<file path="config.mk">
export PLATFORM = sky130hd
export DESIGN_NAME = l2_plru
export DESIGN_NICKNAME = d
export VERILOG_FILES = /design/src/l2_pkg.sv /design/src/l2_plru.sv
export SDC_FILE = /design/constraint.sdc
export NUM_CORES = 1
export LEC_CHECK = 0
export BUFFER_PORTS_ARGS = -buffer_cell sky130_fd_sc_hd__buf_4
export CORE_UTILIZATION = 55
export DETAILED_ROUTE_END_ITERATION = 16
export PLACE_DENSITY_LB_ADDON = 0.25
export SLEW_MARGIN = 20
export SYNTH_ARGS = -nofsm -noshare
export SYNTH_HDL_FRONTEND = slang
export SYNTH_SLANG_ARGS = --single-unit
</file>
<file path="constraint.sdc">
create_clock -name clk -period 2.4 [get_ports clk]
set_clock_uncertainty 0.1 [all_clocks]
set_input_delay 0.12 -clock clk [delete_from_list [all_inputs] [get_ports clk]]
set_output_delay 0.12 -clock clk [all_outputs]
set_load 0.02 [all_outputs]
</file>
<file path="src/l2_pkg.sv">
package l2_pkg;

    ////////////////////////////////////////////////////////////////////////////
    // cache geometry
    ////////////////////////////////////////////////////////////////////////////

    localparam int ADDR_W   = 32;
    localparam int WORD_W   = 32;

    // 4 ways, instruction side fills only the lower two
    localparam int WAYS     = 4;
    localparam int I_WAYS   = 2;
    localparam int WAY_W    = 2;

    // 16 sets of 4 words each
    localparam int INDEX_W  = 4;
    localparam int SETS     = 1 << INDEX_W;
    localparam int OFFSET_W = 2;
    localparam int LINE_W   = WORD_W << OFFSET_W;

    ////////////////////////////////////////////////////////////////////////////
    // address split: tag | index | word offset | byte
    ////////////////////////////////////////////////////////////////////////////

    localparam int BYTE_W   = 2;
    localparam int TAG_W    = ADDR_W - INDEX_W - OFFSET_W - BYTE_W;

endpackage

</file>
<file path="src/l2_plru.sv">
`timescale 1ns/1ps

module l2_plru (
    input  logic                       clk,
    input  logic                       rstn,
    input  logic [l2_pkg::INDEX_W-1:0] lookup_index,
    input  logic [l2_pkg::WAYS-1:0]    touch,
    output logic                       victim_i,
    output logic [l2_pkg::WAY_W-1:0]   victim_d
);

    // bit 0 root, bit 1 picks in ways 0/1, bit 2 picks in ways 2/3
    // each bit points at the side to evict next
    logic [2:0]                 tree_q [l2_pkg::SETS];
    logic [2:0]                 cur;
    logic [l2_pkg::WAY_W-1:0]   use_way;

    assign cur      = tree_q[lookup_index];
    assign victim_i = cur[1];
    assign victim_d = cur[0] ? {1'b1, cur[2]} : {1'b0, cur[1]};

    always_comb begin
        use_way = '0;
        for (int w = 0; w < l2_pkg::WAYS; w++) begin
            if (touch[w]) begin
                use_way = w[l2_pkg::WAY_W-1:0];
            end
        end
    end

    // point the path away from the touched way
    always_ff @(posedge clk or negedge rstn) begin
        if (!rstn) begin
            for (int s = 0; s < l2_pkg::SETS; s++) begin
                tree_q[s] <= '0;
            end
        end else if (|touch) begin
            tree_q[lookup_index][0] <= ~use_way[1];
            if (use_way[1]) begin
                tree_q[lookup_index][2] <= ~use_way[0];
            end else begin
                tree_q[lookup_index][1] <= ~use_way[0];
            end
        end
    end

    a_use_onehot: assert property (@(posedge clk) disable iff (!rstn) $onehot0(touch));

endmodule

</file>
=== Word-level counts from Yosys, hierarchy flattened ===
Cells that the tools add are included.

* Output and inout bits: 3
* Bits of input ports: 10
* Flip-flop bits (word level): 48
* Logic and storage cells: 40

* Reductions and logical operators: 2
* Muxes and demuxes: 17
* Order comparisons: 2
* Bitwise gates (word level): 3

{| class="wikitable"
|+ Operators with widths
! operator !! count
|-
| 48-bit bitwise mux || 3
|-
| 48-bit 2-to-1 mux || 1
|-
| 3-bit demux with 4-bit select || 3
|-
| 3-bit binary-select mux with 4-bit select || 1
|-
| 3-bit 2-to-1 mux || 3
|-
| 2-bit 2-to-1 mux || 4
|-
| 5-bit >= comparator, second input constant || 1
|-
| 5-bit by 1-bit less-than comparator with 1-bit output, second input constant || 1
|-
| 4-bit inverter with 5-bit output || 1
|-
| 4-bit OR reduction || 1
|-
| 1-bit 2-to-1 mux || 2
|-
| 1-bit inverter || 2
|-
| 1-bit logical AND || 1
|}

=== Depth between registers and ports, before layout ===
Gate-level depths: netlist (run 1).

* Depth after elaboration: 8
* Gate-level depth with buffers: 7
* Gate-level depth less buffers: 4

=== Least setup slack after synthesis (run 1) ===
Ideal clock, no wire load.

* Path type: reg2out
* Start point: register tree_q[42] (netlist name)
* End point: output victim_d[0] (netlist name)
* Data required time: 2.180 ns
* Path buffers: 0
* Arrival: 1.576 ns
* Path slack: 0.604 ns
* Stages on the path, launching flop included: 5
* Cells stage by stage: dfrtp_1 mux4_1 a22oi_1 nand2_1 mux2_4

* Word-level cells in the longest chain between the ends: 4

{| class="wikitable"
|+ Ends and longest elaborated chain
! what !! RTL line !! source
|-
| start: declaration || l2_plru.sv:14 || <nowiki>logic [2:0] tree_q [l2_pkg::SETS];</nowiki>
|-
| start signal: indexed assignment || l2_plru.sv:38 || <nowiki>tree_q[lookup_index][0] <= ~use_way[1];</nowiki>
|-
| start signal: indexed assignment || l2_plru.sv:40 || <nowiki>tree_q[lookup_index][2] <= ~use_way[0];</nowiki>
|-
| start signal: indexed assignment || l2_plru.sv:42 || <nowiki>tree_q[lookup_index][1] <= ~use_way[0];</nowiki>
|-
| 3-bit binary-select mux with 4-bit select || l2_plru.sv:18 || <nowiki>assign cur = tree_q[lookup_index];</nowiki>
|-
| 3-bit 2-to-1 mux (not written as such) (2 in a row) || l2_plru.sv:18 ||
|-
| 2-bit 2-to-1 mux || l2_plru.sv:20 || <nowiki>assign victim_d = cur[0] ? {1'b1, cur[2]} : {1'b0, cur[1]};</nowiki>
|-
| end: declaration || l2_plru.sv:9 || <nowiki>output logic [l2_pkg::WAY_W-1:0] victim_d</nowiki>
|}

No other way between the ends. The select of a mux whose other input is x is not followed.

=== Worst setup path after layout (run 1) ===
* Start point: register tree_q[33] (netlist name)
* End point: output victim_d[0] (netlist name)

Same word-level chain as after synthesis.

==> metrics.md, run 1 <==
| Metric | Value |
|---|---|
| Crit-path max FO | 2 |
| Share of the synthesized area in the top cell type | 0.491 |
| Post-Syn Nets | 242 |
| Final instance count without filler cells | 285 |
| Drt wl/cell | 17.9 µm |
| Hold Path Depth | 2 |
| Clock Path Buffers | 2 |
| Root buffer cell | clkbuf_8 |
| Die Width | 68.7 µm |
| Critical path's largest stage delay | 0.50 ns |
| Post-detailed-route count of antenna-violating nets | 0 |
| Cells after synthesis | 232 |
| H-tree Lvls | 2 |
| Met2 wire length | 2.22 mm |
| Total Wirelength | 5.09 mm |
| Row cnt | 23 |
| Number of global-route vias before repair | 1644 |
| Worst EP required | 2.18 ns |
| Cell area after layout | 2610 µm² |
| Area growth from synthesis to layout | 6.81% |
| Max-cap viol count | 0 |
| Worst reg-to-reg setup slack | 1.56 ns |
| Grt ovf | 0 |
| Placed Cells | 276 |
| Register with the most flip-flops | tree_q |
| Die area | 4720 µm² |
| Global-route wire length before repair | 8.27 mm |
| CTS tree | yes |
| Cell Area, Placed | 2510 µm² |
| Top Ports | 13 |
| Crit path cell chain | mux4_1 > a22oi_1 > nand2_1 > mux2_4 > buf_4 |
| Detail Placement HPWL | 3.34 mm |
| R2r endpoint | tree_q[35]$_DFFE_PN0P_ |
| Maximum vdd drop | 0.438 mV |
| CP max stage cell | mux4_1 |
| Tcrit/Tclk final | 0.944 |
| Synth warn | 0 |
| PostCTS Resize Cnt | 0 |
| Register bit total from synthesis | 48 |
| Met3 routed WL | 270 µm |
| Area leader, netlist | dfrtp_1 |
| Synthesized area | 2440 µm² |
| Status | finished, final reports clean |
| Power Dens Cells | 744 nW/µm² |
| # diodes | 0 |
| Port bufs | 12 |
| Hold endpoint | tree_q[5]$_DFFE_PN0P_ |
| Nets | 244 |
| Final Max Slew Viols | 0 |
| CP Class | reg -> out |
| CP endpoint kind | output port |
| RSZ-0062 raised after global routing | no |
| Final Worst Setup Slack | 0.135 ns |
| Share of cells above drive strength 1 | 0.153 |
| DR pass1 iterations | 4 |
| Fillcell total | 344 |
| CTS Sinks | 48 |
| Lkg Pwr | 1.08 nW |
| Initial antenna violation count | 0 |
| Setup Viol. Count Final | 0 |
| Starting Density | 0.590 |
| Worst hold path type | in -> reg |
| Final hold vios | 0 |
| F_max | 441 MHz |
| Setup TNS | 0 ns |
| Vias per cell | 6.21 |
| Max reg flops | 48 |
| Die Span Y | 68.7 µm |
| Register-to-Register Path Depth | 2 |
| GP Congestion | 0.761 |
| Fin crit period | 2.27 ns |
| Syn Area/Cell | 10.5 µm² |
| HP Start | touch[3] |
| Vias | 1770 |
| Clk Latency, worst-skew pair | 0.31 ns |
| Worst R2R Start | tree_q[35]$_DFFE_PN0P_ |
| Core ar. | 4140 µm² |
| Setup crit start kind | flop |
| Clock slew at reported path FFs | 0.09 ns |
| Num CTS Buffers | 5 |
| Wl on met1 | 2.52 mm |
| GRT Total Usage | 0.247 |
| DRC violations left | 0 |
| Worst slack, placed | 0.366 ns |
| Largest registers | tree_q x48 |
| Initial DRC count | 162 |
| Rel. slew slack | 0.575 |
| Setup Buffers After CTS | 0 |
| Register area share after synthesis | 0.491 |
| Pin count of the biggest net entering global routing | 49 |
| Worst slew pin tran | 0.635 ns |
| Data arrival, critical path | 2.05 ns |
| Ranking of synthesized cells by area | dfrtp_1 (49%), o21ai_0 (9.8%), mux4_1 (6.4%) |
| Top routing layer in use | met4 |
| Netlist cell types | 25 |
where the power goes:
part	switching [mW]	internal, mW	leakage, nW
Sequential	0.0803	0.958	0.612
Combinational	0.215	0.193	0.414
Clock	0.266	0.230	0.0510
Total	0.561	1.38	1.08
logic make-up (layout without fill, tap and decap cells):
group	after synthesis	after routing	share of synthesized area
buf+inv	22	25	0.0486
flops	48	48	0.491
simple gates	47	47	0.0957
compound gates	102	102	0.238
mux	13	13	0.126
worst max-delay path, delay by kind of cell, from the launching register on:
kind / cells / cell delay (ns)
AOI/OAI and AO/OA: 1 / 0.22
DFF: 1 / 0.41
and+or+nand+nor: 1 / 0.13
buffers and inverters: 1 / 0.16
muxes: 2 / 0.81
through the flow:
step           power, mW  hold slack [ns]  utilization
2_1_floorplan       1.33           -0.276            -
3_3_place_gp        1.44           0.0737        0.605
3_5_place_dp        1.46           0.0695        0.605
4_1_cts             1.95           0.0487        0.630
5_1_grt             2.04           0.0582        0.630
6_report            1.94           0.0497        0.630
layer usage:
layer,GRT usage,vias to the layer above
li1,-,874
met1,0.364,857
met2,0.346,34
met3,0.0691,5
met4,0.0911,0
met5,0,-
cell usage in the layout, fill, tap and decap left out, drive strengths merged:
master	count
nor4	1
mux2	1
a21oi	26
mux4	12
nor3	4
nand2b	4
clkinv	2
nand2	17
and2	1
buf	16
or3	1
dlygate4sd3	1
nor2	11
a31oi	6
o31ai	16
clkbuf	6
nand3	4
dfrtp	48
a22oi	6
nor2b	4
o21ai	48
Yosys cell counts:
library cell / instances
nor3_1: 4
clkbuf_1: 10
nor2_2: 1
o31ai_1: 16
buf_12: 1
dfrtp_1: 48
nand3_1: 4
o21ai_0: 48
a31oi_1: 6
a21oi_1: 26
nor2_1: 10
buf_6: 1
a22oi_1: 4
nand2b_1: 4
buf_2: 10
nor4_4: 1
nand2_2: 1
mux4_2: 6
nand2_1: 16
and2_1: 1
or3_1: 1
nor2b_1: 4
mux2_4: 1
mux4_1: 6
a22oi_2: 2
worst max-delay path by stage:
stage | end | from
CTS | victim_d[0] | tree_q[6]$_DFFE_PN0P_
detailed placement | victim_d[0] | lookup_index[0]
finish | victim_d[0] | tree_q[33]$_DFFE_PN0P_
global placement | victim_d[0] | lookup_index[0]
floorplan | victim_d[0] | tree_q[42]$_DFFE_PN0P_
global route | victim_d[0] | tree_q[42]$_DFFE_PN0P_
timing repair:
item | CTS | global route
endpoints found under the setup margin | 0 | 0
hold buffers | 1 | 0
hold endpoints to repair | 48 | 0
area by class of cell:
class	instances	area (µm²)	share of cell area
flip-flops and latches	48	1200	0.460
multi-input cells	162	1120	0.431
repair buffers	17	130	0.0498
clock buffers	6	82.6	0.0316
well taps	50	62.6	0.0240
clock inverters	2	10.0	0.00383
No activity file was read; power rests on OpenSTA's default activity.
==> inputs of run 2 (changes only) <==
--- a/config.mk
+++ b/config.mk
@@ -6,7 +6,8 @@
 export NUM_CORES = 1
 export LEC_CHECK = 0
 export BUFFER_PORTS_ARGS = -buffer_cell sky130_fd_sc_hd__buf_4
-export CORE_UTILIZATION = 55
+export CORE_MARGIN = 3
+export CORE_UTILIZATION = 35
 export DETAILED_ROUTE_END_ITERATION = 16
 export PLACE_DENSITY_LB_ADDON = 0.25
 export SLEW_MARGIN = 20
==> run 2 against run 1 <==
Net effect: design area grew 2.0%; via count up 0.90%; clock power about the same; power is 0.10% lower; register-to-register slack improved by 0.03 ns; critical path depth is the same; sequential power about the same; flip-flop and latch count stayed put; critical endpoint unchanged.
==> metrics.md, run 2 (synthesis results as in run 1) <==
| Metric | Value |
|---|---|
| Share of cells above drive strength 1 | 0.145 (-0.00851) |
| Cell area after layout | 2660 µm² (+2.0%) |
| Final hold vios | 0 (unchanged) |
| Clk Latency, worst-skew pair | 0.29 ns (-0.02 ns) |
| Clock slew at reported path FFs | 0.09 ns (about the same) |
| Vias per cell | 5.45 (-12%) |
| Tcrit/Tclk final | 0.925 (-0.0186) |
| GP Congestion | 0.760 (about the same) |
| Setup Viol. Count Final | 0 (unchanged) |
| Final instance count without filler cells | 328 (+15%) |
| RSZ-0062 raised after global routing | no |
| Global-route wire length before repair | 8.92 mm (+7.9%) |
| Power Dens Cells | 729 nW/µm² (-2.0%) |
| Worst reg-to-reg setup slack | 1.59 ns (+0.03 ns) |
| Placed Cells | 319 (+16%) |
| Register with the most flip-flops | tree_q |
| Data arrival, critical path | 2.00 ns (-0.05 ns) |
| CP Class | reg -> out |
| Top Ports | 13 (unchanged) |
| Number of global-route vias before repair | 1734 (+5.5%) |
| H-tree Lvls | 2 (unchanged) |
| Row cnt | 29 (+26%) |
| Die area | 8020 µm² (+70%) |
| CTS tree | yes |
| Worst slack, placed | 0.364 ns (-0.00255 ns) |
| Clock Path Buffers | 2 (unchanged) |
| Fillcell total | 637 (+85%) |
| GRT Total Usage | 0.145 (-0.102) |
| CP endpoint kind | output port |
| Area growth from synthesis to layout | 8.90% |
| Setup Buffers After CTS | 0 (unchanged) |
| Hold_ws | 0.0599 ns (+0.0103 ns) |
| Setup crit start kind | flop |
| Setup TNS | 0 ns (unchanged) |
| Core ar. | 6570 µm² (+58%) |
| Detail Placement HPWL | 3.52 mm (+5.4%) |
| Maximum vdd drop | 0.232 mV (-47%) |
| Lkg Pwr | 1.07 nW (-0.51%) |
| Die Width | 89.6 µm (+30%) |
| Vias | 1786 (+0.90%) |
| Root buffer cell | clkbuf_8 |
| Most frequent cells in the layout | o21ai_0 (48), dfrtp_1 (48), a21oi_1 (26) |
| Crit-path max FO | 2 (unchanged) |
| Max-cap viol count | 0 (unchanged) |
| Fin crit period | 2.22 ns (-0.0447 ns) |
| Drt wl/cell | 16.5 µm (-7.6%) |
| Num CTS Buffers | 5 (unchanged) |
| # diodes | 0 (unchanged) |
| Final Max Slew Viols | 0 (unchanged) |
| Largest registers | tree_q x48 |
| Total Wirelength | 5.41 mm (+6.3%) |
| Port bufs | 12 (unchanged) |
| Worst EP required | 2.18 ns (about the same) |
| Pin count of the biggest net entering global routing | 49 (unchanged) |
| Rel. slew slack | 0.583 (+0.00825) |
| Max reg flops | 48 (unchanged) |
| Starting Density | 0.372 (-0.218) |
| F_max | 450 MHz (+2.0%) |
| Worst hold path type | in -> reg |
| Initial DRC count | 131 (-19%) |
| Grt ovf | 0 (unchanged) |
| CTS Sinks | 48 (unchanged) |
| Worst slew pin tran | 0.625 ns (-0.0100 ns) |
| Overall Power | 1.94 mW (-0.10%) |
| Initial antenna violation count | 0 (unchanged) |
| Die Span Y | 89.6 µm (+30%) |
| DR pass1 iterations | 4 (unchanged) |
| DRC violations left | 0 (unchanged) |
| Status | finished, final reports clean |
| Post-detailed-route count of antenna-violating nets | 0 (unchanged) |
| Final Worst Setup Slack | 0.179 ns (+0.0447 ns) |
| Final core utilization | 0.405 (-0.225) |
| Cell Area, Placed | 2560 µm² (+2.1%) |
| Nets | 244 (unchanged) |
run 2: cell count changes in the layout (fill, tap and decap cells not counted), sizes merged:
cell	delta
clkbuf	+2
clkinv	-2
run 2: cell type report:
cell class,instances,area [µm²],share of cell area
Tap cell,93,116,0.0437
Sequential cell,48,1200,0.451
Clock buffer,8,90.1,0.0338
Multi-Input combinational cell,162,1120,0.422
Timing Repair Buffer,17,130,0.0489
run 2: worst max-delay path, cell delays in order, from the launching register on:
cell and delay, ns:
dfrtp_1 0.39, mux4_1 0.51, a22oi_1 0.22, nand2_1 0.12
mux2_4 0.31, buf_4 0.16
run 2: worst paths after layout:
| check | startpoint | endpoint | depth (start not counted) |
|---|---|---|---|
| worst max register to register | tree_q[47]$_DFFE_PN0P_ | tree_q[47]$_DFFE_PN0P_ | 2 |
| worst max-delay path | tree_q[30]$_DFFE_PN0P_ | victim_d[0] | 5 |
| max in group asynchronous | rstn | tree_q[17]$_DFFE_PN0P_ | 2 |
| worst min register to register | tree_q[31]$_DFFE_PN0P_ | tree_q[31]$_DFFE_PN0P_ | 2 |
| worst min-delay path | touch[3] | tree_q[11]$_DFFE_PN0P_ | 2 |
| min in group asynchronous | rstn | tree_q[43]$_DFFE_PN0P_ | 2 |
run 2: timing repair:
action	4_1_cts	5_1_grt
endpoints found under the hold margin	48	0
hold buffers	1	0
gates resized for setup	0	0
run 2: power breakdown:
part | switching [mW] | internal [mW]
clock network | 0.263 | 0.236
logic | 0.208 | 0.193
registers | 0.0823 | 0.958
total | 0.554 | 1.39
run 2: routing by layer:
layer  share of wire  wire, µm  global-route usage  vias up
li1                -         -                   -      876
met1            0.48      2620               0.215      887
met2            0.49      2670               0.217       23
met3           0.023       127              0.0246        0
met4               0         0              0.0406        0
met5               0         0                   0        -
==> inputs of run 3 (changes only) <==
--- a/config.mk
+++ b/config.mk
@@ -6,6 +6,7 @@
 export NUM_CORES = 1
 export LEC_CHECK = 0
 export BUFFER_PORTS_ARGS = -buffer_cell sky130_fd_sc_hd__buf_4
+export CORE_ASPECT_RATIO = 0.75
 export CORE_MARGIN = 3
 export CORE_UTILIZATION = 35
 export DETAILED_ROUTE_END_ITERATION = 16
==> run 3 against run 2 <==
Net effect: critical path type unchanged; largest cell class unchanged; routed wire length is 4.7% higher; design area hardly changed; largest power group unchanged; first-iteration DRC count is 31% lower.
==> metrics.md, run 3 (synthesis results as in run 1) <==
| Metric | Value |
|---|---|
| Status | finished, final reports clean |
| Number of global-route vias before repair | 1716 (-1.0%) |
| Vias per cell | 5.76 (+5.8%) |
| Top routing layer in use | met4 |
| Detail Placement HPWL | 3.69 mm (+4.7%) |
| Worst R2R Start | tree_q[47]$_DFFE_PN0P_ |
| Die Width | 103 µm (+14%) |
| Fin crit period | 2.20 ns (-0.0228 ns) |
| Num CTS Buffers | 5 (unchanged) |
| Crit path cell chain | mux4_1 > a22oi_1 > nand2_1 > mux2_4 > buf_4 |
| Max-cap viol count | 0 (unchanged) |
| # diodes | 0 (unchanged) |
| Post-detailed-route count of antenna-violating nets | 0 (unchanged) |
| Setup crit start kind | flop |
| Top Ports | 13 (unchanged) |
| CP max stage cell | mux4_1 |
| Power Dens Cells | 764 nW/µm² (+4.8%) |
| Rel. slew slack | 0.585 (+0.00188) |
| Max reg flops | 48 (unchanged) |
| Initial DRC count | 90 (-31%) |
| CTS tree | yes |
| DRC violations left | 0 (unchanged) |
| F_max | 455 MHz (+1.0%) |
| Die area | 8030 µm² (+0.13%) |
| Total Wirelength | 5.67 mm (+4.7%) |
| Maximum vdd drop | 0.300 mV (+29%) |
| Pin count of the biggest net entering global routing | 49 (unchanged) |
| Worst EP required | 2.18 ns (about the same) |
| Wl on met1 | 2.90 mm (+11%) |
| Most frequent cells in the layout | o21ai_0 (48), dfrtp_1 (48), a21oi_1 (26) |
| GRT Total Usage | 0.151 (+0.00640) |
| Clock Path Buffers | 2 (unchanged) |
| Setup TNS | 0 ns (unchanged) |
| Clk Latency, worst-skew pair | 0.30 ns (about the same) |
| Worst slew pin tran | 0.623 ns (-0.00282 ns) |
| Clock slew at reported path FFs | 0.09 ns (about the same) |
| Drt wl/cell | 17.9 µm (+8.6%) |
| Storage cell area | 1200 µm² (unchanged) |
| Lkg Pwr | 1.08 nW (+0.90%) |
| Core ar. | 6540 µm² (-0.46%) |
| H-tree Lvls | 2 (unchanged) |
| Multi-input gate area | 1120 µm² (unchanged) |
| Critical path's largest stage delay | 0.49 ns (-0.02 ns) |
| Final Max Slew Viols | 0 (unchanged) |
| Area growth from synthesis to layout | 9.01% (about the same) |
| Placed Cells | 307 (-3.8%) |
| Share of cells above drive strength 1 | 0.149 (+0.00426) |
| CP Class | reg -> out |
| Register with the most flip-flops | tree_q |
| Grt ovf | 0 (unchanged) |
| Data arrival, critical path | 1.98 ns (-0.02 ns) |
| Fillcell total | 634 (-0.47%) |
| Starting Density | 0.374 (+0.00171) |
| Nets | 244 (unchanged) |
| CTS Sinks | 48 (unchanged) |
| Worst hold path type | in -> reg |
| CP endpoint kind | output port |
| HP Start | touch[3] |
| Vias | 1820 (+1.9%) |
| Setup Viol. Count Final | 0 (unchanged) |
| Crit-path max FO | 2 (unchanged) |
| Port bufs | 12 (unchanged) |
| RSZ-0062 raised after global routing | no |
| Row cnt | 25 (-14%) |
| GP Congestion | 0.805 (+5.8%) |
| Critical path launch point | tree_q[33]$_DFFE_PN0P_ |
| Root buffer cell | clkbuf_8 |
| Largest registers | tree_q x48 |
| Met2 wire length | 2.32 mm (-13%) |
| Global-route wire length before repair | 9.50 mm (+6.5%) |
| Final hold vios | 0 (unchanged) |
| DR pass1 iterations | 4 (unchanged) |
| PostCTS Resize Cnt | 0 (unchanged) |
| Met3 routed WL | 387 µm (+200%) |
| Final instance count without filler cells | 316 (-3.7%) |
| Tcrit/Tclk final | 0.916 (-0.00948) |
| Initial antenna violation count | 0 (unchanged) |
| Die Span Y | 78.4 µm (-12%) |
run 3: cell type report:
type	instances	area share
Sequential cell	48	0.451
Multi-Input combinational cell	162	0.422
Timing Repair Buffer	17	0.0488
Tap cell	81	0.0380
Clock buffer	6	0.0272
Clock inverter	2	0.0131
run 3: per-stage QoR:
| step | cell area, µm² | hold WS, ns | utilization | power [mW] | worst slack (ns) |
|---|---|---|---|---|---|
| after floorplan | 2440 | -0.276 | - | 1.33 | 0.604 |
| after detailed placement | 2550 | 0.0850 | 0.390 | 1.46 | 0.381 |
| after global routing | 2670 | 0.0700 | 0.408 | 2.15 | 0.125 |
| after CTS | 2670 | 0.0605 | 0.408 | 2.06 | 0.199 |
| final | 2670 | 0.0747 | 0.408 | 2.04 | 0.202 |
| after global placement | 2550 | 0.0847 | 0.390 | 1.45 | 0.384 |
run 3: routing by layer:
layer	track usage	vias to the layer above
met3	0.0337	5
met1	0.258	890
li1	-	867
met2	0.182	58
met5	0	-
met4	0.0419	0
run 3: repair_timing:
action                    CTS  global route
hold buffers                1             0
hold endpoints to repair   48             0
setup buffers               0             0
run 3: critical path, delay by kind of cell (launching register included):
kind / cells / cell delay, ns
AND/OR/NAND/NOR: 1 / 0.11
AO/OA/AOI/OAI: 1 / 0.20
flip-flops: 1 / 0.40
multiplexers: 2 / 0.80
buffers and inverters: 1 / 0.16
run 3: worst paths after layout:
path / end / slack, ns / cells past startpoint
worst min register to register: tree_q[40]$_DFFE_PN0P_ / 0.41 / 2
worst min-delay path: tree_q[11]$_DFFE_PN0P_ / 0.07 / 2
max in group asynchronous: tree_q[44]$_DFFE_PN0P_ / 1.49 / 2
min in group asynchronous: tree_q[7]$_DFFE_PN0P_ / 0.28 / 2
worst max register to register: tree_q[47]$_DFFE_PN0P_ / 1.59 / 2
worst max-delay path: victim_d[0] / 0.20 / 5
run 3: power by group:
part	total, mW	leakage (nW)	switching (mW)	internal [mW]
registers	1.04	0.612	0.0800	0.958
clock network	0.588	0.0552	0.278	0.310
logic	0.410	0.414	0.216	0.193
