`config.mk`:
```
export PLATFORM = sky130hd
export DESIGN_NAME = l2_ctrl
export DESIGN_NICKNAME = d
export VERILOG_FILES = /design/src/l2_pkg.sv /design/src/l2_ctrl.sv
export SDC_FILE = /design/constraint.sdc
export NUM_CORES = 1
export LEC_CHECK = 0
export BUFFER_PORTS_ARGS = -buffer_cell sky130_fd_sc_hd__buf_2
export CAP_MARGIN = 40
export CORE_MARGIN = 4
export CORE_UTILIZATION = 38
export DETAILED_ROUTE_END_ITERATION = 7
export GPL_ROUTABILITY_DRIVEN = 0
export HOLD_SLACK_MARGIN = 0.08
export MAX_ROUTING_LAYER = met4
export PLACE_DENSITY = 0.73
export SYNTH_ARGS = -nofsm -noshare
export SYNTH_HDL_FRONTEND = slang
export SYNTH_SLANG_ARGS = --single-unit
export TNS_END_PERCENT = 30
```
`constraint.sdc`:
```
create_clock -name clk -period 7.8 [get_ports clk]
set_input_delay 0 -clock clk [delete_from_list [all_inputs] [get_ports clk]]
set_output_delay 0 -clock clk [all_outputs]
set_load 0.02 [all_outputs]
```
`src/l2_pkg.sv`:
```
package l2_pkg;

    ////////////////////////////////////////////////////////////////////////////
    // cache geometry
    ////////////////////////////////////////////////////////////////////////////

    localparam int ADDR_W   = 32;
    localparam int WORD_W   = 32;

    // 4 ways, instruction side fills only the lower two
    localparam int WAYS     = 4;
    localparam int I_WAYS   = 2;
    localparam int WAY_W    = 2;

    // 16 sets of 4 words each
    localparam int INDEX_W  = 4;
    localparam int SETS     = 1 << INDEX_W;
    localparam int OFFSET_W = 2;
    localparam int LINE_W   = WORD_W << OFFSET_W;

    ////////////////////////////////////////////////////////////////////////////
    // address split: tag | index | word offset | byte
    ////////////////////////////////////////////////////////////////////////////

    localparam int BYTE_W   = 2;
    localparam int TAG_W    = ADDR_W - INDEX_W - OFFSET_W - BYTE_W;

endpackage

```
`src/l2_ctrl.sv`:
```
`timescale 1ns/1ps

module l2_ctrl (
    input  logic                        clk,
    input  logic                        rstn,
    // requesters
    input  logic                        i_req,
    input  logic [l2_pkg::ADDR_W-1:0]   i_addr,
    output logic                        i_addr_ok,
    output logic                        i_data_ok,
    input  logic                        d_req,
    input  logic                        d_we,
    input  logic [l2_pkg::ADDR_W-1:0]   d_addr,
    input  logic [l2_pkg::WORD_W-1:0]   d_wdata,
    output logic                        d_addr_ok,
    output logic                        d_data_ok,
    // memory
    output logic                        mem_req_w,
    output logic                        mem_req_r,
    output logic                        mem_rdy,
    output logic [l2_pkg::ADDR_W-1:0]   mem_addr,
    input  logic                        mem_addr_ok_w,
    input  logic                        mem_addr_ok_r,
    input  logic                        mem_data_ok,
    // tag store and plru
    output logic [l2_pkg::INDEX_W-1:0]  lookup_index,
    output logic [l2_pkg::TAG_W-1:0]    lookup_tag,
    input  logic [l2_pkg::WAYS-1:0]     hit,
    output logic [l2_pkg::WAY_W-1:0]    victim_way,
    input  logic                        victim_dirty,
    input  logic [l2_pkg::TAG_W-1:0]    victim_tag,
    output logic                        fill_en,
    output logic                        mark_dirty,
    output logic [l2_pkg::WAY_W-1:0]    update_way,
    input  logic                        victim_i,
    input  logic [l2_pkg::WAY_W-1:0]    victim_d,
    output logic [l2_pkg::WAYS-1:0]     touch,
    // data store
    output logic [l2_pkg::OFFSET_W-1:0] word_sel,
    output logic [l2_pkg::WAY_W-1:0]    way_sel,
    output logic                        line_we,
    output logic                        word_we,
    output logic                        from_fill,
    output logic [l2_pkg::WORD_W-1:0]   wdata_out
);

    localparam int LINE_LSB = l2_pkg::OFFSET_W + l2_pkg::BYTE_W;

    typedef enum logic [2:0] {
        IDLE, LOOKUP, CHECK_DIRTY, WRITEBACK, REFILL_REQ, REFILL_WAIT, FILL_WRITE
    } state_t;

    state_t                     state_q, state_d;
    logic                       buf_d_q;
    logic                       buf_we_q;
    logic [l2_pkg::ADDR_W-1:0]  buf_addr_q;
    logic [l2_pkg::WORD_W-1:0]  buf_wdata_q;
    logic [l2_pkg::WAY_W-1:0]   fill_way_q;
    logic [l2_pkg::WAY_W-1:0]   hit_way;
    logic [l2_pkg::WAY_W-1:0]   victim_sel;
    logic                       take_d, take_i, fill_now;

    function automatic logic [l2_pkg::WAYS-1:0] onehot(input logic [l2_pkg::WAY_W-1:0] w);
        logic [l2_pkg::WAYS-1:0] v;
        v    = '0;
        v[w] = 1'b1;
        return v;
    endfunction

    ////////////////////////////////////////////////////////////////////////////
    // request buffer
    ////////////////////////////////////////////////////////////////////////////

    // data side wins when both ask
    assign take_d = (state_q == IDLE) && d_req;
    assign take_i = (state_q == IDLE) && i_req && !d_req;

    always_ff @(posedge clk or negedge rstn) begin
        if (!rstn) begin
            state_q  <= IDLE;
            buf_d_q  <= 1'b0;
            buf_we_q <= 1'b0;
        end else begin
            state_q <= state_d;
            if (take_d || take_i) begin
                buf_d_q  <= take_d;
                buf_we_q <= take_d && d_we;
            end
        end
    end

    // fill_way_q holds the data victim for the word write after a fill
    always_ff @(posedge clk) begin
        if (take_d) begin
            buf_addr_q  <= d_addr;
            buf_wdata_q <= d_wdata;
        end else if (take_i) begin
            buf_addr_q <= i_addr;
        end
        if (fill_now) begin
            fill_way_q <= victim_d;
        end
    end

    assign lookup_tag   = buf_addr_q[l2_pkg::ADDR_W-1 -: l2_pkg::TAG_W];
    assign lookup_index = buf_addr_q[LINE_LSB +: l2_pkg::INDEX_W];
    assign word_sel     = buf_addr_q[l2_pkg::BYTE_W +: l2_pkg::OFFSET_W];
    assign wdata_out    = buf_wdata_q;

    ////////////////////////////////////////////////////////////////////////////
    // way choice
    ////////////////////////////////////////////////////////////////////////////

    always_comb begin
        hit_way = '0;
        for (int w = 0; w < l2_pkg::WAYS; w++) begin
            if (hit[w]) begin
                hit_way = w[l2_pkg::WAY_W-1:0];
            end
        end
    end

    assign victim_sel = buf_d_q ? victim_d : {1'b0, victim_i};
    assign victim_way = victim_sel;

    // memory may hand back the line together with addr_ok_r
    assign fill_now = mem_data_ok &&
                      ((state_q == REFILL_WAIT) || (state_q == REFILL_REQ && mem_addr_ok_r));

    ////////////////////////////////////////////////////////////////////////////
    // main FSM
    ////////////////////////////////////////////////////////////////////////////

    always_comb begin
        state_d    = state_q;
        i_addr_ok  = 1'b0;
        d_addr_ok  = 1'b0;
        i_data_ok  = 1'b0;
        d_data_ok  = 1'b0;
        mem_req_w  = 1'b0;
        mem_req_r  = 1'b0;
        mem_rdy    = 1'b0;
        mem_addr   = {buf_addr_q[l2_pkg::ADDR_W-1:LINE_LSB], {LINE_LSB{1'b0}}};
        fill_en    = 1'b0;
        mark_dirty = 1'b0;
        update_way = victim_sel;
        touch      = '0;
        way_sel    = victim_sel;
        line_we    = 1'b0;
        word_we    = 1'b0;
        from_fill  = 1'b0;
        case (state_q)
            IDLE: begin
                d_addr_ok = 1'b1;
                i_addr_ok = i_req && !d_req;
                if (d_req || i_req) begin
                    state_d = LOOKUP;
                end
            end
            LOOKUP: begin
                way_sel    = hit_way;
                update_way = hit_way;
                if (|hit) begin
                    touch   = hit;
                    state_d = IDLE;
                    if (buf_we_q) begin
                        word_we    = 1'b1;
                        mark_dirty = 1'b1;
                    end else begin
                        i_data_ok = !buf_d_q;
                        d_data_ok = buf_d_q;
                    end
                end else begin
                    state_d = CHECK_DIRTY;
                end
            end
            CHECK_DIRTY: begin
                state_d = victim_dirty ? WRITEBACK : REFILL_REQ;
            end
            WRITEBACK: begin
                mem_req_w = 1'b1;
                mem_addr  = {victim_tag, lookup_index, {LINE_LSB{1'b0}}};
                if (mem_addr_ok_w) begin
                    state_d = REFILL_REQ;
                end
            end
            REFILL_REQ: begin
                mem_req_r = 1'b1;
                if (mem_addr_ok_r) begin
                    state_d = REFILL_WAIT;
                end
            end
            REFILL_WAIT: begin
                mem_rdy = 1'b1;
            end
            FILL_WRITE: begin
                way_sel    = fill_way_q;
                update_way = fill_way_q;
                word_we    = 1'b1;
                mark_dirty = 1'b1;
                touch      = onehot(fill_way_q);
                state_d    = IDLE;
            end
            default: begin
                state_d = IDLE;
            end
        endcase

        // install the arriving line in the victim way
        if (fill_now) begin
            line_we   = 1'b1;
            fill_en   = 1'b1;
            from_fill = 1'b1;
            if (buf_we_q) begin
                state_d = FILL_WRITE;
            end else begin
                touch     = onehot(victim_sel);
                i_data_ok = !buf_d_q;
                d_data_ok = buf_d_q;
                state_d   = IDLE;
            end
        end
    end

    a_mem_req_excl: assert property (@(posedge clk) disable iff (!rstn)
        !(mem_req_r && mem_req_w));

    a_data_ok_excl: assert property (@(posedge clk) disable iff (!rstn)
        !(i_data_ok && d_data_ok));

endmodule

```
After elaboration in Yosys (flattened, before gate mapping):

Index checks and enable logic that the tools add are counted.

* $add $sub $neg: 0
* multipliers: 0
* div/mod/pow operators: 0
* order comparisons: 4
* equality and inequality tests: 10
* shift operators: 0
* muxes and demuxes: 43
* bitwise gates (word level): 0
* reductions and logical operators: 18

Operators with widths (count)
* $mux 32: 3
* $mux 1: 21
* $mux 3: 6
* $pmux 3 s6: 1
* $mux 4: 3
* $eq 3x3->1 const B: 3
* $logic_and 1x1->1: 9
* $mux 2: 4
* $pmux 4 s2: 1
* $eq 3x2->1 const B: 2
* $lt 2x3->1 const B: 2
* $ne 3x3->1 const B: 2
* $demux 1 s2: 2
* $ge 2x1->1 const B: 2
* $pmux 2 s2: 1
* $reduce_and 4->1: 1
* $reduce_or 4->1: 1
* $eq 3x1->1 const B: 1
* $logic_not 3->1: 1
* $logic_or 1x1->1: 3
* $ne 3x2->1 const B: 1
* $logic_not 1->1: 2
* $ne 2x2->1 const B: 1
* $pmux 1 s2: 1
* $reduce_bool 2->1: 1

* bits in registers: 71
* latch bits: 0
* memory bits (writable): 0
* bits in read-only memories: 0
* output and inout port bits: 116
* word-level logic and storage cells: 81
* memories: 0

Logic depth before layout (Yosys ltp):

Gate-level depths: netlist of run 1.

* depth after elaboration: 7
* depth in mapped cells: 6
* mapped depth without buffers: 4

Worst setup path before layout of run 1:

Ideal clock, no wire load.

* kind: register -> register
* from: register state_q[1]
* to: register buf_addr_q[10] in the netlist's numbering (enable)
* setup time: 0.421 ns
* arrival: 2.285 ns
* setup slack: 5.094 ns
* cell stages (with the launch flop): 4
* buffers on the path: 1
* path through: dfrtp_1 buf_6 nor3_4 nor2b_1

* word-level cells in the longest chain between the ends: 4
* elaborated cells on any way between the ends: 5
* classes of those cells: 5 x reduce/logical

RTL lines
* start, declared: line l2_ctrl.sv:53 `state_t state_q, state_d;`
* start signal, assigned: line l2_ctrl.sv:84 `state_q <= state_d;`
* $logic_not 3->1 (*): line l2_ctrl.sv:75, l2_ctrl.sv:76
* $logic_and 1x1->1 (2 in a row): line l2_ctrl.sv:76 `assign take_i = (state_q == IDLE) && i_req && !d_req;`
* $reduce_bool 2->1 (no line) (*)
* end signal, assigned: line l2_ctrl.sv:95 `buf_addr_q <= d_addr;`
* end signal, assigned: line l2_ctrl.sv:98 `buf_addr_q <= i_addr;`
* end, declared: line l2_ctrl.sv:56 `logic [l2_pkg::ADDR_W-1:0] buf_addr_q;`

Every way passes the cells marked *; elsewhere a longest branch is shown, timed or not.
A chain may end at the register's enable or synchronous reset.

Worst setup path in the final report of run 1:

* from: register state_q[1]
* to: register buf_addr_q[2] in the netlist's numbering (data pin)

* word-level cells in the longest chain between the ends: 3

RTL lines
* $logic_not 3->1: line l2_ctrl.sv:75 `assign take_d = (state_q == IDLE) && d_req;`
* $logic_and 1x1->1: line l2_ctrl.sv:75
* $mux 32: line l2_ctrl.sv:94 `if (take_d) begin`

Every way passes these cells.

==> reports/metrics.csv, run 1 <==
stage;metric;value;unit
outcome;status;finished, final reports clean;
route;totalWireLength;11100;um
route;wl_per_cell;16.6;um
placement;dp_hpwl;7380;um
critical_path;worst-setup-path-type;reg2reg;
global_route;grt_max_degree;46;
die;coreArea;8760;um2
power_and_ir_drop;clock_power_share;16.5;%
sta;report.final.slew_viol_count;0;
critical_path;slowest_stage;dfrtp_1;
clock_tree;cts_hold_buf;100;
power_and_ir_drop;pwr-share-comb;51.1;%
clock_tree;cts.sinks;69;
power_and_ir_drop;intPower;0.00118;W
flow_run;drv_cap;0;
yosys;synth_cell_types;40;
power_and_ir_drop;p_sw;0.000793;W
clock_tree;cts_buffers;9;
yosys;synthCells;220;
sta;fin_skew;0.00972;ns
layout;fill_cells;628;
layout;fin_nets;692;
layout;stdcell_count;669;
sta;rsz0062_at_grt;no;
power_and_ir_drop;swShare;40.2;%
critical_path;worstSetupEndpointType;flop;
critical_path;crit_required;7.89;ns
critical_path;cp.arrival;2.97;ns
placement;portBuffers;243;
layout;drive_above_1_share;57.6;%
die;io_pins;252;
critical_path;start_kind;flop;
yosys;synth_flop_cell;edfxtp_1;
global_route;grt-ovfl-total;0;
power_and_ir_drop;p_leak;2.71;nW
sta;fin_crit_sh;36.9;%
die;dieHeight;103;um
die;fp-row-count;34;
route;num_vias;3211;
hold_path;min-delay-start;victim_dirty;
route;via_per_inst;4.80;
critical_path;path_buf_inv;2;
die;dieArea;10600;um2
critical_path;cp_slowest_stage_delay;0.58;ns
sta;setup_tns;0;ns
critical_path;path_delay_family;buffers and inverters;
global_route;grt_pass1_vias;3316;
clock_tree;cts.repair.resized;0;
route;final_antenna_net_count;0;
yosys;avgSynthCellArea;15.6;um2
die;start_util;39.2;%
route;drtPass1Iterations;4;
layout;area_growth;70.8;%
power_and_ir_drop;power_density;336;nW/um2
yosys;netlist_area;3440;um2
yosys;ys_ff_latch;69;
clock_tree;tritoncts;yes;
sta;hold_ws;0.109;ns
clock_tree;clk_pin_slew_worst_paths;0.08;ns
critical_path;worstPathMaxFanout;45;
global_route;grt_antenna_before_repair;0;
critical_path;worstReg2RegStart;state_q[1];
yosys;ys_warn_count;0;
global_route;grt_pass1_wl;15900;um
clock_tree;root_buffer;clkbuf_8;
sta;period_needed;2.88;ns
placement;numPlacedInstances;553;
sta;slew_headroom;46.6;%
critical_path;worstPathCellList;nor3_4 > and2_4 > buf_12 > mux2_2 > dlygate4sd3_1;
sta;fmax;347;MHz
power_and_ir_drop;vdd_drop_max;0.165;mV
die;fp.dieW;103;um
sta;setup_viol;0;
route;drc;0;
global_route;grt_use_total;20.3;%
clock_tree;post_cts_buffers;0;
sta;tightestPinTransition;0.797;ns
clock_tree;cts.path.max_buffers;2;
power_and_ir_drop;pwr-share-seq;32.5;%
route;drtIter0Drc;72;
hold_path;hold_class;in2reg;
yosys;synthArstFlopShare;7.25;%
clock_tree;clk_latency;0.34;ns
layout;antenna_cells;0;
yosys;seq_area_frac_synth;59.5;%
yosys;synth-edff-count;64;
critical_path;startpoint;state_q[1];
sta;finalHoldViolations;0;
clock_tree;htreeDepth;3;
cells in the final DEF, fill, tap and decap left out, drive strengths merged, types with 2 or more instances in the layout:
cell type	n
or4	2
o211ai	2
mux2	55
edfxtp	64
nor3	5
nand3b	3
bufinv	2
o21ai	6
a221o	3
nor2	8
nand3	2
dfrtp	5
a21oi	4
nand2b	2
clkbuf	9
o2bb2ai	2
and2	2
nand2	3
a31o	2
buf	245
conb	4
clkinv	3
a221oi	2
a211oi	2
inv	10
dlygate4sd3	100
nor2b	4
path summary, 6_finish.rpt:
kind,endpoint,slack (ns),depth (start not counted)
setup / recovery,buf_addr_q[2],4.92,5
max in group asynchronous,buf_d_q,7.02,3
hold / removal,state_q[0],0.11,4
setup reg to reg,buf_addr_q[2],4.92,5
min in group asynchronous,state_q[0],0.58,3
hold reg to reg,buf_d_q,0.60,1
synth_stat cells (2+ instances only):
cell type / number / share of area [%]
buf_12: 3 / 1.7
a211oi_1: 2 / 0.44
a221o_1: 3 / 0.87
edfxtp_1: 64 / 56
nor3_1: 4 / 0.58
nand2b_1: 2 / 0.36
nand3_1: 2 / 0.29
a21oi_1: 4 / 0.58
mux2_2: 27 / 8.8
o21ai_0: 5 / 0.73
nand3b_1: 2 / 0.44
inv_1: 9 / 0.98
buf_6: 2 / 0.65
nand2_1: 3 / 0.33
a221oi_1: 2 / 0.51
mux2_4: 28 / 12
o211ai_1: 2 / 0.44
o2bb2ai_1: 2 / 0.51
nor2b_1: 4 / 0.73
buf_2: 4 / 0.58
or4_1: 2 / 0.44
a31o_2: 2 / 0.51
buf_4: 14 / 3.1
nor2_1: 8 / 0.87
dfrtp_1: 5 / 3.6
routing by layer:
metal  vias to the layer above  track usage [%]  share of wire (%)
li1                       1496                -                  -
met1                      1508             22.1                 37
met2                       183             35.9                 52
met3                        24             4.67                9.3
met4                         0             7.97                2.2
met5                         -                -                  0
sequential cells by signal (all words and copies together) (netlist names):
| name | cells |
|---|---|
| state_q | 3 |
| fill_way_q | 2 |
| buf_d_q | 1 |
| buf_we_q | 1 |
| buf_addr_q | 30 |
| wdata_out | 32 |
layout make-up:
type	count	area, um2	area share [%]
clock buffers	9	124	2.11
clock inverters	7	98.8	1.68
repair buffers	345	2260	38.6
well taps	108	135	2.30
inverters	9	33.8	0.575
flip-flops and latches	69	2050	34.9
multi-input cells	122	1170	19.9
power groups by stage:
| stage | logic [W] | registers (W) | clock network (W) |
|---|---|---|---|
| final | 0.00101 | 0.000641 | 0.000326 |
| after detailed placement | 0.000924 | 0.000648 | 0 |
| after global placement | 0.000883 | 0.000645 | 0 |
| after CTS | 0.00101 | 0.000642 | 0.000332 |
| after global routing | 0.00108 | 0.000657 | 0.000349 |
| after floorplan | 0.000555 | 0.000750 | 0 |
worst reg2reg max path, stage by stage (launching register included):
cell,delay (ns)
dfrtp_1,0.58
nor3_4,0.36
and2_4,0.44
buf_12,0.31
mux2_2,0.39
dlygate4sd3_1,0.55
per-stage QoR:
stage          util [%]  worst slack [ns]  instance area (um2)  power, W
4_1_cts            67.0              4.90                 5870   0.00198
3_3_place_gp       52.5              5.38                 4600   0.00153
6_report           67.0              4.92                 5870   0.00198
3_5_place_dp       53.0              5.45                 4650   0.00157
5_1_grt            67.0              4.76                 5870   0.00208
2_1_floorplan         -              5.09                 3450   0.00130
cell families after synthesis:
kind of cell	count (synthesis)	synth area share (%)
compound gates	27	5.79
buf+inv	32	7.02
flops	69	59.5
mux	55	21.1
other cells	1	0.109
simple gates	36	6.48
Note: power is estimated with default switching activity, not from simulation.
==> run 2: changes to the inputs <==
- ABC_AREA: unset -> 1
- PLACE_DENSITY: 0.73 -> 0.74
- clock period: 7.8 -> 2.9 ns (I/O delays scaled with it)
==> run 2 against run 1 <==
  * Via count increased by 15%
  * Synthesized cell count grew 62%
  * Maximum frequency up 7.6%
  * Power rose to 2.6 times the previous value
  * Wire length rose by 11%
  * Die area fell by 2.8%
  * Critical path depth up 3
==> reports/metrics.csv, run 2 <==
stage;metric;value;unit
global_route;grt-ovfl-total;0;
route;via_per_inst;4.61;
layout;fin_util;68.2;%
placement;portBuffers;243;
route;final_antenna_net_count;0;
power_and_ir_drop;vdd_drop_max;0.480;mV
yosys;synth_most_common_cell;nand2_1;
yosys;synthCells;356;
critical_path;worstSetupEndpointType;flop;
critical_path;cp.arrival;2.87;ns
yosys;ys_ff_latch;69;
placement;numPlacedInstances;684;
die;fp-row-count;33;
yosys;synth_top_area_cell;edfxtp_1;
clock_tree;root_buffer;clkbuf_8;
placement;dp_worst_setup_slack;0.778;ns
hold_path;min-delay-start;victim_dirty;
clock_tree;tritoncts;yes;
sta;slew_headroom;52.2;%
clock_tree;cts_hold_buf;100;
sta;fin_crit_sh;92.3;%
layout;drive_above_1_share;39.2;%
hold_path;hold_class;in2reg;
clock_tree;cts_buffers;9;
die;dieArea;10300;um2
global_route;grt_antenna_before_repair;0;
yosys;seq_area_frac_synth;61.4;%
clock_tree;clk_latency;0.33;ns
die;start_util;39.8;%
critical_path;worst-setup-path-type;reg2reg;
sta;fmax;373;MHz
critical_path;worstReg2RegStart;state_q[1];
yosys;synth_top_area_share;57.7;%
global_route;grt_max_degree;64;
layout;largest_reg_flops;32;
route;num_vias;3684;
route;drc;0;
critical_path;r2r-end;buf_addr_q[27];
layout;fin_nets;826;
layout;fill_cells;636;
sta;setup_ws;0.222;ns
global_route;grt_use_total;23.9;%
global_route;grt_pass1_vias;3827;
yosys;synth_common_cells;185 x nand2_1, 64 x edfxtp_1, 20 x inv_1;
critical_path;crit_required;3.09;ns
clock_tree;post_cts_buffers;0;
sta;report.final.slew_viol_count;0;
layout;final_cell_mix;243 x buf_2, 185 x nand2_1, 100 x dlygate4sd3_1;
clock_tree;cts.repair.resized;0;
yosys;avgSynthCellArea;9.36;um2
yosys;synth-edff-count;64;
layout;area_growth;71.5;%
sta;finalHoldViolations;0;
flow_run;drv_cap;0;
sta;rsz0062_at_grt;no;
power_and_ir_drop;p_leak;2.94;nW
die;dieHeight;102;um
sta;setup_viol;0;
hold_path;hold_depth;7;
yosys;ys_warn_count;0;
yosys;synth_top_cells_by_area;edfxtp_1 58%, nand2_1 21%, dfrtp_1 3.8%, buf_4 3.6%, inv_1 2.3%;
clock_tree;htreeDepth;3;
critical_path;reg2reg_depth;8;
global_route;grt_pass1_wl;18400;um
sta;tightestPinTransition;0.717;ns
route;wl_per_cell;15.4;um
sta;setup_tns;0;ns
clock_tree;cts.path.max_buffers;2;
yosys;synth_flop_cell;edfxtp_1;
sta;fin_skew;0.0111;ns
route;drtPass1Iterations;5;
route;totalWireLength;12300;um
die;io_pins;252;
critical_path;startpoint;state_q[1];
clock_tree;clk_pin_slew_worst_paths;0.08;ns
yosys;synthArstFlopShare;7.25;%
die;coreArea;8380;um2
critical_path;start_kind;flop;
route;drtIter0Drc;140;
layout;stdcell_count;799;
sta;period_needed;2.68;ns
outcome;status;finished, final reports clean;
power_and_ir_drop;power_density;899;nW/um2
critical_path;worstPathMaxFanout;63;
clock_tree;cts.sinks;69;
yosys;synth_cell_types;28;
hold_path;holdPathEnd;state_q[0];
die;fp.dieW;102;um
yosys;netlist_area;3330;um2
layout;antenna_cells;0;
layout;layout_commonest_cell;buf_2;
placement;dp_hpwl;7930;um
critical_path;rrSetupSlack;0.22;ns
## run 2: changes by cell type in the layout (fill, tap and decap cells not counted), moves of 4 or more
| cell | delta |
|---|---|
| nand2_1 | +182 |
| mux2_4 | -28 |
| mux2_2 | -27 |
| inv_1 | +11 |
| nand3_1 | +9 |
| o21ai_1 | +4 |
## run 2: layout make-up
cell class                      instances  area (um2)  share of cell area (%)
Clock buffer                            9         124                    2.17
Timing Repair Buffer                  345        2230                    39.1
Clock inverter                          6        63.8                    1.12
Tap cell                              105         131                    2.30
Multi-Input combinational cell        241        1020                    17.9
Inverter                               24        92.6                    1.62
Sequential cell                        69        2050                    35.8
## run 2: through the flow
stage | total power, W | hold slack (ns) | cell area [um2]
after detailed placement | 0.00409 | -0.167 | 4520
after floorplan | 0.00334 | -0.296 | 3340
after global placement | 0.00404 | -0.172 | 4520
final | 0.00514 | 0.175 | 5710
after global routing | 0.00545 | 0.177 | 5710
after CTS | 0.00513 | 0.149 | 5710
## run 2: report_power, final
group,total [W],switching [W],internal (W)
registers,0.00170,0.000173,0.00152
logic,0.00267,0.00174,0.000935
clock network,0.000765,0.000372,0.000393
## run 2: kinds of logic after synthesis
family / share of synthesized area, %
buf+inv: 8.45
compound gates: 3.61
flops: 61.4
other cells: 0.113
simple gates: 26.4
## run 2: worst max-delay path by stage
stage                     end  slack (ns)  cells after the start
2_1_floorplan  buf_addr_q[10]        0.72                      6
3_3_place_gp    wdata_out[25]        0.82                      5
3_5_place_dp    wdata_out[23]        0.78                      5
4_1_cts        buf_addr_q[10]        0.25                      8
5_1_grt        buf_addr_q[30]        0.01                      8
6_report       buf_addr_q[27]        0.22                      8
## run 2: per-layer routing
layer  share of wire, %  GRT usage [%]  vias up
met4                1.2           7.36        0
met2                 53           43.4      197
met1                 36           25.2     1678
li1                   -              -     1793
met3                9.4           6.27       16
met5                  0              -        -
## run 2: worst max-delay path: stages, from the launching register on
cell and delay (ns):
dfrtp_1 0.47, nor2_4 0.19, inv_2 0.09, nor2_8 0.10, nand2_4 0.25, inv_4 0.61, nand2_1 0.12, nand2_1 0.09
dlygate4sd3_1 0.56
==> run 3: changes to the inputs <==
--- a/constraint.sdc
+++ b/constraint.sdc
@@ -3,2 +3,2 @@
 set_output_delay 0 -clock clk [all_outputs]
-set_load 0.02 [all_outputs]
+set_load 0.1 [all_outputs]
==> run 3 against run 2 <==
  * Global-route usage rose by 0.50 points
  * Core utilization up 0.48 points
  * Worst setup slack improved by 0.080 ns
  * Via count up 0.76%
  * Maximum frequency rose by 3.1%
  * Non-clock buffer count unchanged
  * Clock skew fell by 0.00054 ns
==> reports/metrics.csv, run 3 (synthesis results as in run 2) <==
stage;metric;value;unit
outcome;status;finished, final reports clean;
route;drc;0;
sta;fin_skew;0.0106;ns
sta;report.final.slew_viol_count;0;
global_route;grt_max_degree;64;
sta;finalHoldViolations;0;
layout;final_cell_mix;243 x buf_2, 185 x nand2_1, 100 x dlygate4sd3_1;
clock_tree;clk_latency;0.34;ns
die;fp.dieW;102;um
layout;area_growth;72.7;%
hold_path;min-delay-start;victim_dirty;
clock_tree;root_buffer;clkbuf_8;
global_route;grt-ovfl-total;0;
layout;antenna_cells;0;
die;start_util;39.8;%
sta;setup_viol;0;
hold_path;holdPathEnd;state_q[0];
critical_path;crit_required;3.10;ns
critical_path;start_kind;flop;
critical_path;worst-setup-path-type;reg2reg;
sta;tightestPinTransition;0.522;ns
critical_path;worstReg2RegStart;state_q[1];
critical_path;reg2reg_depth;8;
layout;fin_nets;826;
route;totalWireLength;12600;um
global_route;grtUsageMet1;26.0;%
critical_path;rrSetupSlack;0.30;ns
clock_tree;htreeDepth;3;
sta;fmax;385;MHz
sta;setup_tns;0;ns
global_route;grt_antenna_before_repair;0;
die;dieHeight;102;um
layout;fin_area;5750;um2
route;num_vias;3712;
route;drtPass1Iterations;4;
placement;dp_hpwl;8000;um
flow_run;drv_cap;0;
clock_tree;post_cts_buffers;0;
clock_tree;cts.path.max_buffers;2;
critical_path;worstPathMaxFanout;63;
layout;drive_above_1_share;39.3;%
route;final_antenna_net_count;0;
layout;fin_util;68.6;%
global_route;grt_use_total;24.4;%
sta;period_needed;2.60;ns
die;fp-row-count;33;
placement;portBuffers;243;
route;drtIter0Drc;140;
critical_path;worstSetupEndpointType;flop;
hold_path;hold_depth;7;
sta;rsz0062_at_grt;no;
route;wl_per_cell;15.7;um
global_route;grt_pass1_wl;18600;um
global_route;global_route.usage.met2;43.5;%
global_route;top_usage_layer;met2;
layout;layout_commonest_cell;buf_2;
global_route;global_route.usage.met3;6.89;%
sta;fin_crit_sh;89.6;%
clock_tree;clk_pin_slew_worst_paths;0.08;ns
sta;hold_ws;0.154;ns
die;io_pins;252;
die;dieArea;10300;um2
clock_tree;tritoncts;yes;
clock_tree;cts_buffers;9;
placement;place_area;4530;um2
hold_path;hold_class;in2reg;
route;via_per_inst;4.64;
layout;largest_reg_flops;32;
critical_path;cp.arrival;2.80;ns
global_route;grt_pass1_vias;3827;
sta;slew_headroom;65.2;%
layout;fill_cells;616;
clock_tree;cts.sinks;69;
critical_path;r2r-end;buf_addr_q[22];
die;coreArea;8380;um2
==> run 3: cell count changes in the layout (fill, tap and decap cells not counted), sizes merged <==
cell / delta
bufinv: +1
clkinvlp: -1
clkinv: +1
==> run 3: repair_timing <==
action | 4_1_cts | 5_1_grt
hold buffers | 100 | 0
gates resized for setup | 0 | 1
setup endpoints to repair | 0 | 2
endpoints found under the hold margin | 73 | 0
==> run 3: worst max path at each step <==
stage               startpoint              to  slack (ns)  cells past startpoint
floorplan           state_q[0]        touch[0]       -0.54                      6
global placement    state_q[0]    wdata_out[5]        0.81                      5
detailed placement  state_q[0]  buf_addr_q[30]        0.73                      7
CTS                 state_q[1]  buf_addr_q[30]        0.18                      8
global route        state_q[1]  buf_addr_q[28]        0.15                      8
finish              state_q[1]  buf_addr_q[22]        0.30                      8
==> run 3: final cells by class <==
type                            count  area (um2)  share of cell area [%]
Clock buffer                        9         124                    2.15
Tap cell                          105         131                    2.28
Sequential cell                    69        2050                    35.6
Multi-Input combinational cell    241        1030                    17.8
Clock inverter                      7        97.6                    1.70
Timing Repair Buffer              345        2230                    38.8
Inverter                           24        95.1                    1.65
==> run 3: metrics by stage <==
step                std cells  setup WS [ns]
floorplan                 359         -0.543
global placement          684          0.808
detailed placement        684          0.733
CTS                       800          0.178
global route              800          0.153
finish                    800          0.302
==> run 3: layer usage <==
layer | up-vias | wire length (um)
li1 | 1798 | -
met1 | 1673 | 4520
met2 | 212 | 6560
met3 | 29 | 1240
met4 | 0 | 271
met5 | - | 0
==> run 3: critical path, cell delays in order, from the launching register on <==
cell	delay (ns)
dfrtp_1	0.48
nor2_4	0.20
inv_2	0.08
nor2_8	0.11
nand2_4	0.25
inv_6	0.49
nand2_1	0.11
nand2_1	0.11
dlygate4sd3_1	0.59
Power of run 3 is left out: the tool's default activity adds up to more than one toggle a clock period on the data nets, which glitch-free logic cannot reach.
